`src/source/qupls_isa_pkg.sv`:
```
// ISA value types, condition bit positions, opcodes, function codes and instruction formats
package qupls_isa_pkg;

	// ==============================
	// Value types
	// ==============================

	// General register and ALU data word
	typedef logic [31:0] value_t;

	// Register number as it appears in an instruction field
	typedef logic [4:0] regno_t;

	// Condition vector produced by the compare instructions
	typedef logic [7:0] cond_t;

	// Bit positions inside the condition vector, bit 0 up to bit 7
	localparam int CC_EQ = 0;
	localparam int CC_NE = 1;
	localparam int CC_LT = 2;
	localparam int CC_LE = 3;
	localparam int CC_GE = 4;
	localparam int CC_GT = 5;
	localparam int CC_BC = 6;
	localparam int CC_BS = 7;

	// ==============================
	// Opcodes and function codes
	// ==============================

	// Primary opcode in the low seven bits of every instruction
	typedef enum logic [6:0] {
		OP_R2    = 7'd2,
		OP_ADDI  = 7'd4,
		OP_CMPI  = 7'd11,
		OP_CMPUI = 7'd12
	} opcode_t;

	// Function code that selects the operation of an OP_R2 instruction
	typedef enum logic [5:0] {
		FN_ADD  = 6'd4,
		FN_SUB  = 6'd5,
		FN_AND  = 6'd8,
		FN_OR   = 6'd9,
		FN_XOR  = 6'd10,
		FN_CMP  = 6'd11,
		FN_CMPU = 6'd12
	} func_t;

	// ==============================
	// Instruction formats
	// ==============================

	// Opcode only view, used to pick the format
	typedef struct packed {
		logic [24:0] payload;
		opcode_t     opcode;
	} any_fmt_t;

	// Register to register format
	typedef struct packed {
		logic [3:0] pad;
		func_t      func;
		regno_t     rs2;
		regno_t     rs1;
		regno_t     rd;
		opcode_t    opcode;
	} r2_fmt_t;

	// Register and immediate format, the immediate is 15 bits wide
	typedef struct packed {
		logic [14:0] imm;
		regno_t      rs1;
		regno_t      rd;
		opcode_t     opcode;
	} ri_fmt_t;

	typedef union packed {
		any_fmt_t any;
		r2_fmt_t  r2;
		ri_fmt_t  ri;
	} instruction_t;

endpackage

```
`src/source/qupls_bus_pkg.sv`:
```
// APB request and response structs and the slave address map
package qupls_bus_pkg;

	import qupls_isa_pkg::*;

	// ==============================
	// APB signal groups
	// ==============================

	// Byte address seen by the slave
	typedef logic [11:0] apb_addr_t;

	// Everything the master drives toward the slave
	typedef struct packed {
		logic      psel;
		logic      penable;
		logic      pwrite;
		apb_addr_t paddr;
		value_t    pwdata;
	} apb_req_t;

	// Everything the slave returns, valid while pready is high
	typedef struct packed {
		logic   pready;
		value_t prdata;
		logic   pslverr;
	} apb_rsp_t;

	// ==============================
	// Address map
	// ==============================

	// Register i lives at REG_BASE plus four times i
	localparam apb_addr_t REG_BASE = 12'h000;

	// Writing here issues an instruction, reading returns the last one issued
	localparam apb_addr_t ISSUE_ADDR = 12'h100;

endpackage

```
`src/source/qupls_cmp.sv`:
```
// Compare unit that builds the eight bit condition vector from two operands
`timescale 1ns/1ps

module qupls_cmp
	import qupls_isa_pkg::*;
(
	input  instruction_t ir,
	input  value_t       a,
	input  value_t       b,
	output cond_t        o
);

	// Signed compare selected, either the register or the immediate form
	logic is_signed;
	// Unsigned compare selected, either the register or the immediate form
	logic is_unsigned;

	// ==============================
	// Instruction decode
	// ==============================

	always_comb
	begin
		is_signed   = 1'b0;
		is_unsigned = 1'b0;
		case (ir.any.opcode)
		OP_R2:
			begin
				// Only the two compare functions of the R2 group matter here
				is_signed   = (ir.r2.func == FN_CMP);
				is_unsigned = (ir.r2.func == FN_CMPU);
			end
		OP_CMPI:
			is_signed = 1'b1;
		OP_CMPUI:
			is_unsigned = 1'b1;
		default:
			begin
				is_signed   = 1'b0;
				is_unsigned = 1'b0;
			end
		endcase
	end

	// ==============================
	// Condition vector
	// ==============================

	always_comb
	begin
		o = '0;
		if (is_signed)
		begin
			// Equality does not depend on the sign, so it comes only with the signed form
			o[CC_EQ] = (a == b);
			o[CC_NE] = (a != b);
			o[CC_LT] = ($signed(a) < $signed(b));
			o[CC_LE] = ($signed(a) <= $signed(b));
			o[CC_GE] = ($signed(a) >= $signed(b));
			o[CC_GT] = ($signed(a) > $signed(b));
			// Bit test, the low five bits of b pick the bit of a
			o[CC_BC] = ~a[b[4:0]];
			o[CC_BS] = a[b[4:0]];
		end
		else if (is_unsigned)
		begin
			// The unsigned form leaves equality and the bit tests at zero
			o[CC_LT] = (a < b);
			o[CC_LE] = (a <= b);
			o[CC_GE] = (a >= b);
			o[CC_GT] = (a > b);
		end
	end

endmodule

```
`src/source/qupls_alu.sv`:
```
// ALU with operand selection, add, subtract, logic operations and the compare unit
`timescale 1ns/1ps

module qupls_alu
	import qupls_isa_pkg::*;
(
	input  instruction_t ir,
	input  value_t       a,
	input  value_t       rb,
	output value_t       o,
	output logic         illegal
);

	// Second operand after the register or immediate choice
	value_t b;
	// Immediate field widened both ways
	value_t imm_sx;
	value_t imm_zx;
	// Condition vector from the compare unit
	cond_t  cond;

	// ==============================
	// Second operand
	// ==============================

	always_comb
	begin
		imm_sx = {{17{ir.ri.imm[14]}}, ir.ri.imm};
		imm_zx = {17'd0, ir.ri.imm};
		case (ir.any.opcode)
		OP_R2:
			b = rb;
		OP_ADDI, OP_CMPI:
			b = imm_sx;
		// Unsigned compares see the immediate as a positive number
		OP_CMPUI:
			b = imm_zx;
		default:
			b = rb;
		endcase
	end

	// The compare unit decodes the same instruction on its own
	qupls_cmp u_cmp (
		.ir (ir),
		.a  (a),
		.b  (b),
		.o  (cond)
	);

	// ==============================
	// Result select
	// ==============================

	always_comb
	begin
		o       = '0;
		illegal = 1'b0;
		case (ir.any.opcode)
		OP_R2:
			case (ir.r2.func)
			FN_ADD:
				o = a + b;
			FN_SUB:
				o = a - b;
			FN_AND:
				o = a & b;
			FN_OR:
				o = a | b;
			FN_XOR:
				o = a ^ b;
			// Compare results land in the low byte, the rest stays zero
			FN_CMP, FN_CMPU:
				o = value_t'(cond);
			default:
				illegal = 1'b1;
			endcase
		OP_ADDI:
			o = a + b;
		OP_CMPI, OP_CMPUI:
			o = value_t'(cond);
		// Any encoding outside the opcode list gets no result
		default:
			illegal = 1'b1;
		endcase
	end

endmodule

```
`src/source/qupls_regfile.sv`:
```
// Register file with two asynchronous read ports, one write port and r0 tied to zero
`timescale 1ns/1ps

module qupls_regfile
	import qupls_isa_pkg::*;
#(
	parameter int REGS = 32
)
(
	input  logic   clk,
	input  logic   rst,
	input  regno_t ra0,
	input  regno_t ra1,
	output value_t rd0,
	output value_t rd1,
	input  logic   we,
	input  regno_t wa,
	input  value_t wd
);

	value_t regs [REGS];

	// Register zero and numbers beyond the implemented set read as zero
	function automatic value_t read_port(input regno_t ra);
		if (ra == '0 || ra >= REGS)
			return '0;
		return regs[ra];
	endfunction

	// Both read ports follow the addresses without a clock
	always_comb
	begin
		rd0 = read_port(ra0);
		rd1 = read_port(ra1);
	end

	// Writes to r0 or to a missing register are dropped
	always_ff @(posedge clk)
	begin
		if (rst)
		begin
			for (int i = 0; i < REGS; i++)
				regs[i] <= '0;
		end
		else if (we && wa != '0 && wa < REGS)
			regs[wa] <= wd;
	end

endmodule

```
`src/source/qupls_exec.sv`:
```
// Execute slice top with the APB slave, the issue FSM, the register file and the ALU
`timescale 1ns/1ps

module qupls_exec
	import qupls_isa_pkg::*;
	import qupls_bus_pkg::*;
#(
	parameter int REGS = 32
)
(
	input  logic     clk,
	input  logic     rst,
	input  apb_req_t apb_req,
	output apb_rsp_t apb_rsp
);

	typedef enum logic [1:0] {IDLE, EXEC, WB} state_t;

	state_t       state;
	instruction_t ir_q;
	value_t       result_q;
	value_t       prdata_q;
	logic         pready_q;
	logic         pslverr_q;

	// Address decode
	apb_addr_t reg_off;
	regno_t    reg_idx;
	logic      is_reg;
	logic      is_issue;
	logic      setup;
	logic      access;
	logic      issue_start;
	logic      apb_reg_wr;

	// Register file and ALU hookup
	regno_t ra0;
	regno_t ra1;
	value_t rd0;
	value_t rd1;
	logic   we;
	regno_t wa;
	value_t wd;
	value_t alu_o;
	logic   alu_illegal;

	// ==============================
	// APB decode and port muxing
	// ==============================

	always_comb
	begin
		reg_off  = apb_req.paddr - REG_BASE;
		reg_idx  = reg_off[$bits(regno_t)+1:2];
		// Only word aligned addresses inside the implemented registers count
		is_reg   = (reg_off[1:0] == 2'b00) && (reg_off[11:2] < REGS);
		is_issue = (apb_req.paddr == ISSUE_ADDR);
		setup    = apb_req.psel && !apb_req.penable;
		access   = apb_req.psel && apb_req.penable;
		// First access cycle of an issue write starts the instruction
		issue_start = (state == IDLE) && access && apb_req.pwrite && is_issue;
		apb_reg_wr  = (state == IDLE) && access && apb_req.pwrite && is_reg && pready_q;
		// While busy, port 0 follows rs1 of the latched instruction
		ra0 = (state == IDLE) ? reg_idx : ir_q.r2.rs1;
		ra1 = ir_q.r2.rs2;
		// Issue writeback owns the write port in WB, APB writes use it otherwise
		we = ((state == WB) && !pslverr_q) || apb_reg_wr;
		wa = (state == WB) ? ir_q.r2.rd : reg_idx;
		wd = (state == WB) ? result_q : apb_req.pwdata;
	end

	qupls_regfile #(.REGS(REGS)) u_regfile (
		.clk (clk),
		.rst (rst),
		.ra0 (ra0),
		.ra1 (ra1),
		.rd0 (rd0),
		.rd1 (rd1),
		.we  (we),
		.wa  (wa),
		.wd  (wd)
	);

	qupls_alu u_alu (
		.ir      (ir_q),
		.a       (rd0),
		.rb      (rd1),
		.o       (alu_o),
		.illegal (alu_illegal)
	);

	// ==============================
	// Issue FSM and response
	// ==============================

	always_ff @(posedge clk)
	begin
		if (rst)
		begin
			state     <= IDLE;
			ir_q      <= '0;
			pready_q  <= 1'b0;
			pslverr_q <= 1'b0;
		end
		else
		begin
			pready_q  <= 1'b0;
			pslverr_q <= 1'b0;
			case (state)
			IDLE:
				begin
					// Everything except an issue write finishes in the first access cycle
					if (setup && !(is_issue && apb_req.pwrite))
					begin
						pready_q  <= 1'b1;
						pslverr_q <= !is_reg && !is_issue;
					end
					if (issue_start)
					begin
						ir_q  <= apb_req.pwdata;
						state <= EXEC;
					end
				end
			EXEC:
				begin
					// The response for the issue goes out in WB, third access cycle
					pready_q  <= 1'b1;
					pslverr_q <= alu_illegal;
					state     <= WB;
				end
			default:
				state <= IDLE;
			endcase
		end
	end

	// Read data is captured with the address during setup
	always_ff @(posedge clk)
	begin
		if (state == IDLE && setup)
			prdata_q <= is_issue ? value_t'(ir_q) : rd0;
		if (state == EXEC)
			result_q <= alu_o;
	end

	assign apb_rsp.pready  = pready_q;
	assign apb_rsp.prdata  = prdata_q;
	assign apb_rsp.pslverr = pslverr_q;

endmodule

```
`config.mk`:
```
export PLATFORM = sky130hd
export DESIGN_NAME = qupls_exec
export DESIGN_NICKNAME = d
export VERILOG_FILES = /design/src/source/qupls_isa_pkg.sv /design/src/source/qupls_bus_pkg.sv /design/src/source/qupls_cmp.sv /design/src/source/qupls_alu.sv /design/src/source/qupls_regfile.sv /design/src/source/qupls_exec.sv
export SDC_FILE = /design/constraint.sdc
export NUM_CORES = 2
export LEC_CHECK = 0
export BUFFER_PORTS_ARGS = -buffer_cell sky130_fd_sc_hd__buf_2
export CORE_MARGIN = 1.5
export CORE_UTILIZATION = 55
export DETAILED_ROUTE_END_ITERATION = 6
export PLACE_DENSITY_LB_ADDON = 0.1
export SLEW_MARGIN = 10
export SYNTH_ARGS = -nofsm -noshare
export SYNTH_HDL_FRONTEND = slang
export SYNTH_SLANG_ARGS = --single-unit
```
`constraint.sdc`:
```
create_clock -name clk -period 6.2 [get_ports clk]
set_input_delay 1.24 -clock clk [delete_from_list [all_inputs] [get_ports clk]]
set_output_delay 1.24 -clock clk [all_outputs]
set_load 0.05 [all_outputs]
```
; ---- After elaboration in Yosys (flattened, before gate mapping)
; Memory sizes are Yosys's and may differ from the RTL's. A register that Yosys moved wholly into a read port is not among the register bits.
; Cells that the tools add are included.
[totals]
reg_bits = 100
latch_bits = 0
mem_bits_rw = 1024
rom_bits = 0
n_memories = 1
[classes]
n_addsub = 2
n_mul = 0
n_div = 0
magnitude_cmp = 10
n_eq_ne = 17
n_shift = 0
n_mux = 39
bitwise_logic = 4
n_reduce_logical = 32
[mem_list]
columns = name, depth, word_bits, read_ports, rd_clocked_by_memory_dff, wr, line_no
row1 = u_regfile.regs, 32, 32, 2, 1, 32, qupls_regfile.sv:21  ; value_t regs [REGS];
[ops]
columns = op, n
row1 = two-way mux 32 bit, 7
row2 = case mux 32 bit (6 select lines), 1
row3 = case mux 32 bit (3 select lines), 1
row4 = >= comparator 32 bit, 2
row5 = greater-than comparator 32 bit, 2
row6 = less-or-equal comparator 32 bit, 2
row7 = < comparator 32 bit, 2
row8 = case mux 32 bit (2 select lines), 1
row9 = adder 32 bit, 1
row10 = AND 32 bit, 1
row11 = == test 32 bit, 1
row12 = inequality test 32 bit, 1
row13 = bitwise OR 32 bit, 1
row14 = OR reduction 32 bit, 1
row15 = subtractor 32 bit, 1
row16 = bitwise XOR 32 bit, 1
row17 = "== test 6 x 4 -> 1 bit, second input constant", 5
row18 = two-way mux 5 bit, 5
row19 = "== test 7 x 4 -> 1 bit, second input constant", 2
row20 = logical AND 1 bit, 14
row21 = "== test 12 x 9 -> 1 bit, second input constant", 1
row22 = "== test 6 x 3 -> 1 bit, second input constant", 2
row23 = two-way mux 1 bit, 12
row24 = logical NOT 5 bit, 2
row25 = 21 further kinds, 35

; ---- Longest topological paths before layout
[depth]
ltp_word = 12
ltp_mapped = 31

; ---- By module
; A second synthesis with hierarchy kept.
[hier_totals]
cells_unflattened = 4858
area_unflattened_um2 = 65958.3
[modules_own_cells]
columns = module, n_inst, cells_per_inst, area_per_inst_um2
row1 = qupls_regfile, 1, 3502, 54252.0
row2 = qupls_alu, 1, 879, 5761.8
row3 = qupls_exec, 1, 314, 4650.7
row4 = qupls_cmp, 1, 163, 1293.7

; ---- Least setup slack after synthesis
; No wires, ideal clock.
[synth_path]
path_type = in2reg
startpoint = input port apb_req[35] in the netlist's numbering
endpoint = register result_q[27], data pin
setup_ns = 0.261
arrival_ns = 6.086
slack_ns = -0.146
stages = 31
path_cell_list = buf_4 -> or3b_1 -> buf_4 -> nand2_8 -> buf_8 -> buf_8 -> buf_4 -> buf_2 -> buf_4 -> buf_2 -> nand2_1 -> a311oi_1 -> a311oi_1 -> a311oi_1 -> a21oi_1 -> nor2_1 -> ha_1 -> clkbuf_1 -> inv_1 -> nor2_1 -> nor2_1 -> o21ai_0 -> nand3_1 -> o21ai_1 -> a221oi_2 -> o21ai_2 -> a211oi_2 -> nor2_1 -> a221o_1 -> a21oi_1 -> o21ai_1
[synth_between]
elab_chain_len = 7
word_cells_on_any_way = 12
[synth_lines]
columns = item, line_no
row1 = from (decl), qupls_exec.sv:13  ; input apb_req_t apb_req,
row2 = two-way mux 5 bit (*), qupls_exec.sv:64  ; ra0 = (state == IDLE) ? reg_idx : ir_q.r2.rs1;
row3 = branches (longest 2 deep; another with memory (32 x 32 bit)), -
row4 = two-way mux 32 bit (*), qupls_regfile.sv:27  ; return regs[ra];
row5 = subtractor 32 bit (tied with other cells), qupls_alu.sv:65  ; o = a - b;
row6 = case mux 32 bit (6 select lines), qupls_alu.sv:61  ; case (ir.r2.func)
row7 = case mux 32 bit (3 select lines) (*), qupls_alu.sv:59  ; case (ir.any.opcode)
row8 = via alu_o[27], qupls_exec.sv:44  ; value_t alu_o;
row9 = to (signal assigned), qupls_exec.sv:143  ; result_q <= alu_o;
row10 = to (decl), qupls_exec.sv:21  ; value_t result_q;
; Mark *: on every way through the listed nets, which the timed path passes.
; A chain may end at the register's enable or synchronous reset.

; ---- Final worst setup path
[layout_path]
startpoint = register state[0]
endpoint = register result_q[2], data pin
[layout_between]
elab_chain_len = 10
word_cells_on_any_way = 17
[layout_lines]
columns = item, line_no
row1 = from (decl), qupls_exec.sv:19  ; state_t state;
row2 = from (signal assigned), qupls_exec.sv:100  ; state <= IDLE;
row3 = from (signal assigned), qupls_exec.sv:121  ; state <= EXEC;
row4 = from (signal assigned), qupls_exec.sv:129  ; state <= WB;
row5 = logical NOT 2 bit (*), qupls_exec.sv:64
row6 = two-way mux 5 bit (*), qupls_exec.sv:64
row7 = branches (longest 2 deep; another with memory (32 x 32 bit)), -
row8 = two-way mux 32 bit (*), qupls_regfile.sv:27
row9 = < comparator 32 bit, qupls_cmp.sv:68  ; o[CC_LT] = (a < b);
row10 = two-way mux 4 bit, qupls_cmp.sv:65  ; else if (is_unsigned)
row11 = two-way mux 4 bit, qupls_cmp.sv:52  ; if (is_signed)
row12 = case mux 32 bit (6 select lines), qupls_alu.sv:61
row13 = case mux 32 bit (3 select lines) (*), qupls_alu.sv:59
row14 = via alu_o[2], qupls_exec.sv:44
; Marked as above.

==> results by group <==
Yosys
  • Post-synth ARST share: 0
  • Register area share after synthesis: 0.518
  • YS warnings: 0
  • Synthesized area: 64,700 um2
  • Share of the synthesized area in the top cell type: 0.505
  • Post-synthesis register bit count: 1,129
  • Number of synthesized flops with an enable pin: 1,088
  • Top cells by area, synth: edfxtp_1, mux4_2, nor2_1, nand2_1, mux2i_1
  • Yosys top cell by area: edfxtp_1
  • Post-Syn Instances: 5,974
  • Avg Inst Size Synth: 10.8 um2
  • Yosys cell types: 113
  • Main synth FF type: edfxtp_1

Power
  • Max VDD drop: 0.314 mV
  • Clock power share: 0.390
  • Logic pwr share: 0.147
  • Net Switching: 5.07 mW
  • P_int: 13.9 mW
  • Pwr/cell area: 249 nW/um2
  • Pwr Total: 19.0 mW
  • Leak: 28.0 nW
  • Switching Share: 0.267
  • Seq pwr share: 0.464

Routing
  • Drt wl/cell: 34.6 um
  • Vias: 57,137
  • Final ANT Viol Nets: 0
  • 1st-pass router iterations: 7
  • Vias/cell: 7.08
  • DRT Wirelength: 279 mm
  • Starting DRT DRC Count: 10,334
  • Post-route DRC: 4

Clocking
  • Clock transition at path regs: 0.06 ns
  • Clock sinks: 1,129
  • Root Buffer: clkbuf_16
  • Num CTS Buffers: 120
  • CTS tree: yes
  • Clock Tree Buf Depth: 3
  • H-tree Lvls: 3
  • Clk Latency, worst-skew pair: 0.75 ns
  • Post-CTS Hold Fix Bufs: 0

Global route
  • Total gr overflow: 0
  • Initial antenna violation count: 11
  • First-pass GRT wire length: 391 mm
  • Largest net degree at the start of global routing: 62
  • Vias in the first global route: 53,825
  • Gr usage total: 0.458

Min path
  • Hold Path Class: flip-flop to flip-flop
  • Hold Path Stages: 2

Finish
  • Share of cells above drive strength 1: 0.239
  • Area Overhead vs Synth: 17.8%
  • Final #Nets: 6,568

STA
  • Fin Setup TNS: 0 ns
  • Final Max Slew Viols: 0
  • Final Cycle Share: 0.993
  • Slew margin rel.: 0.155
  • Final-report hold violation count: 0
  • Worst Skew: 0.0205 ns
  • Crit path time final: 6.16 ns
  • Final setup viols: 0
  • Max Fclk: 162 MHz
  • Worst Tran Pin Value: 1.24 ns

Outcome
  • Failing checks: design-rule violations
  • Status: complete, but fails checks

Die
  • Io pins: 83
  • Chip Width: 346 um
  • Placeable core area: 116,000 um2
  • Die Ht: 346 um
  • Initial core utilization: 0.556
  • Std cell rows: 125
  • Die area: 120,000 um2

Setup path
  • Crit path top cell by count: buf_4
  • Crit Path Max Fanout: 16
  • Worst R2R Path Depth: 20
  • CP Launch Type: flip-flop
  • Critical-path cell list: buf_4, or4_4, o31a_4, buf_4, buf_4, o31ai_4, buf_4, a31oi_1, nor2_1, ha_1, inv_1, a21oi_2, nand4_1, nor4b_1, a31o_2, o21ai_0, nand2_1, buf_4, nor2_1, or3_1
  • Critical path required time: 6.68 ns
  • Slowest CP cell: nor4b_1
  • Crit end category: flip-flop
  • Worst setup path class: flip-flop to flip-flop
  • Worst EP arrival: 6.64 ns
  • CP max stage delay: 0.70 ns

Placement
  • I/O Buffers: 82
  • Placed wire-length estimate: 187 mm
  • Routability cong.: 1.06

Job
  • Maxcap violations: 0
[critical path, delay by kind of cell, from the launching register on]
kind / cells / cell delay [ns]
AND/OR/NAND/NOR: 7 / 2.54
flip-flops: 1 / 0.47
buffers and inverters: 6 / 1.03
AO/OA/AOI/OAI: 6 / 1.53
adder cells (fa/ha/maj): 1 / 0.30
[path summary, 6_finish.rpt]
path	from	to	slack [ns]
max	state[0]	result_q[2]	0.04
min	ir_q[5]	ir_q[5]	0.47
max reg2reg	state[0]	result_q[2]	0.04
min reg2reg	ir_q[5]	ir_q[5]	0.47
[synth_stat cells (46+ instances only)]
library cell	n
a311oi_1	72
a211oi_1	89
clkbuf_1	363
nand2b_1	46
buf_2	100
and3_1	122
a22oi_1	62
mux2i_1	175
nor2_1	1162
ha_1	77
nand3_1	301
edfxtp_1	1088
nand2_1	791
a31oi_1	64
o21ai_0	124
mux4_2	302
a21oi_1	168
inv_1	102
[cells by family (layout without fill, tap and decap cells)]
kind of cell | count (synthesis) | in the layout | synth area share
AOI/OAI and AO/OA | 967 | 967 | 0.108
xor gates and xnor gates | 37 | 37 | 0.00501
adders and majority gates | 77 | 77 | 0.0149
buffers and inverters | 662 | 1202 | 0.0460
DFF | 1129 | 1129 | 0.518
muxes | 499 | 499 | 0.136
other | 1 | 38 | 0.0000580
and+or+nand+nor | 2602 | 2602 | 0.172
[cells in the final DEF, fill, tap and decap left out, types with 71 or more instances in the layout]
cell type | synthesis | layout
inv_1 | 102 | 100
nand3_1 | 301 | 301
o21ai_0 | 124 | 123
a21oi_1 | 168 | 166
ha_1 | 77 | 77
buf_2 | 100 | 81
buf_12 | 1 | 73
clkbuf_16 | 0 | 123
a311oi_1 | 72 | 71
mux4_2 | 302 | 302
nand2_1 | 791 | 760
mux2i_1 | 175 | 143
edfxtp_1 | 1088 | 1088
nor2_1 | 1162 | 1159
buf_4 | 34 | 714
and3_1 | 122 | 120
a211oi_1 | 89 | 89
[registers in the layout (all words and copies together) (netlist names), named ones only]
register and cells:
pready_q 1, ir_q 32, prdata_q 32, pslverr_q 1
u_regfile.regs 1024, state 2, result_q 32
[per-stage QoR]
step                      worst slack, ns  utilization  instances  hold WS, ns  cell area [um2]
after floorplan                  0.000241            -       6005        0.449            64800
after global placement             -0.892        0.619       7836        0.462            72000
after detailed placement            -1.01        0.619       7836        0.462            72000
after CTS                          0.0536        0.653       8061        0.470            75900
after global routing             -0.00939        0.654       8070        0.497            76100
final                              0.0434        0.654       8075        0.473            76100
[layout make-up]
cell class	instances	area (um2)
diodes	6	15.0
clock buffers	152	3190
clock inverters	73	749
fillers	9109	40200
inverters	105	395
multi-input cells	4214	29100
flip-flops and latches	1129	33500
well taps	1524	1910
repair buffers	872	7300
[timing repair]
item                                    CTS  global route
gates cloned                              0             1
endpoints found under the setup margin    4            20
buffers inserted                          0             7
pin swaps                                 0             4
resized for setup                         1            19
[metal layers]
| metal | part of all wire | global-route usage |
|---|---|---|
| met2 | 0.42 | 0.655 |
| met4 | 0.082 | 0.309 |
| met5 | 0.00020 | 0 |
| met1 | 0.35 | 0.610 |
| met3 | 0.15 | 0.129 |
[power groups by stage]
stage                     clock (mW)  combinational (mW)  sequential [mW]
after floorplan                    0                1.30             8.93
after global placement             0                2.64             8.92
after detailed placement           0                2.65             8.93
after CTS                       7.35                2.66             8.78
after global routing            7.62                2.86             8.81
final                           7.38                2.78             8.79
Note: power is estimated with default switching activity, not from simulation.
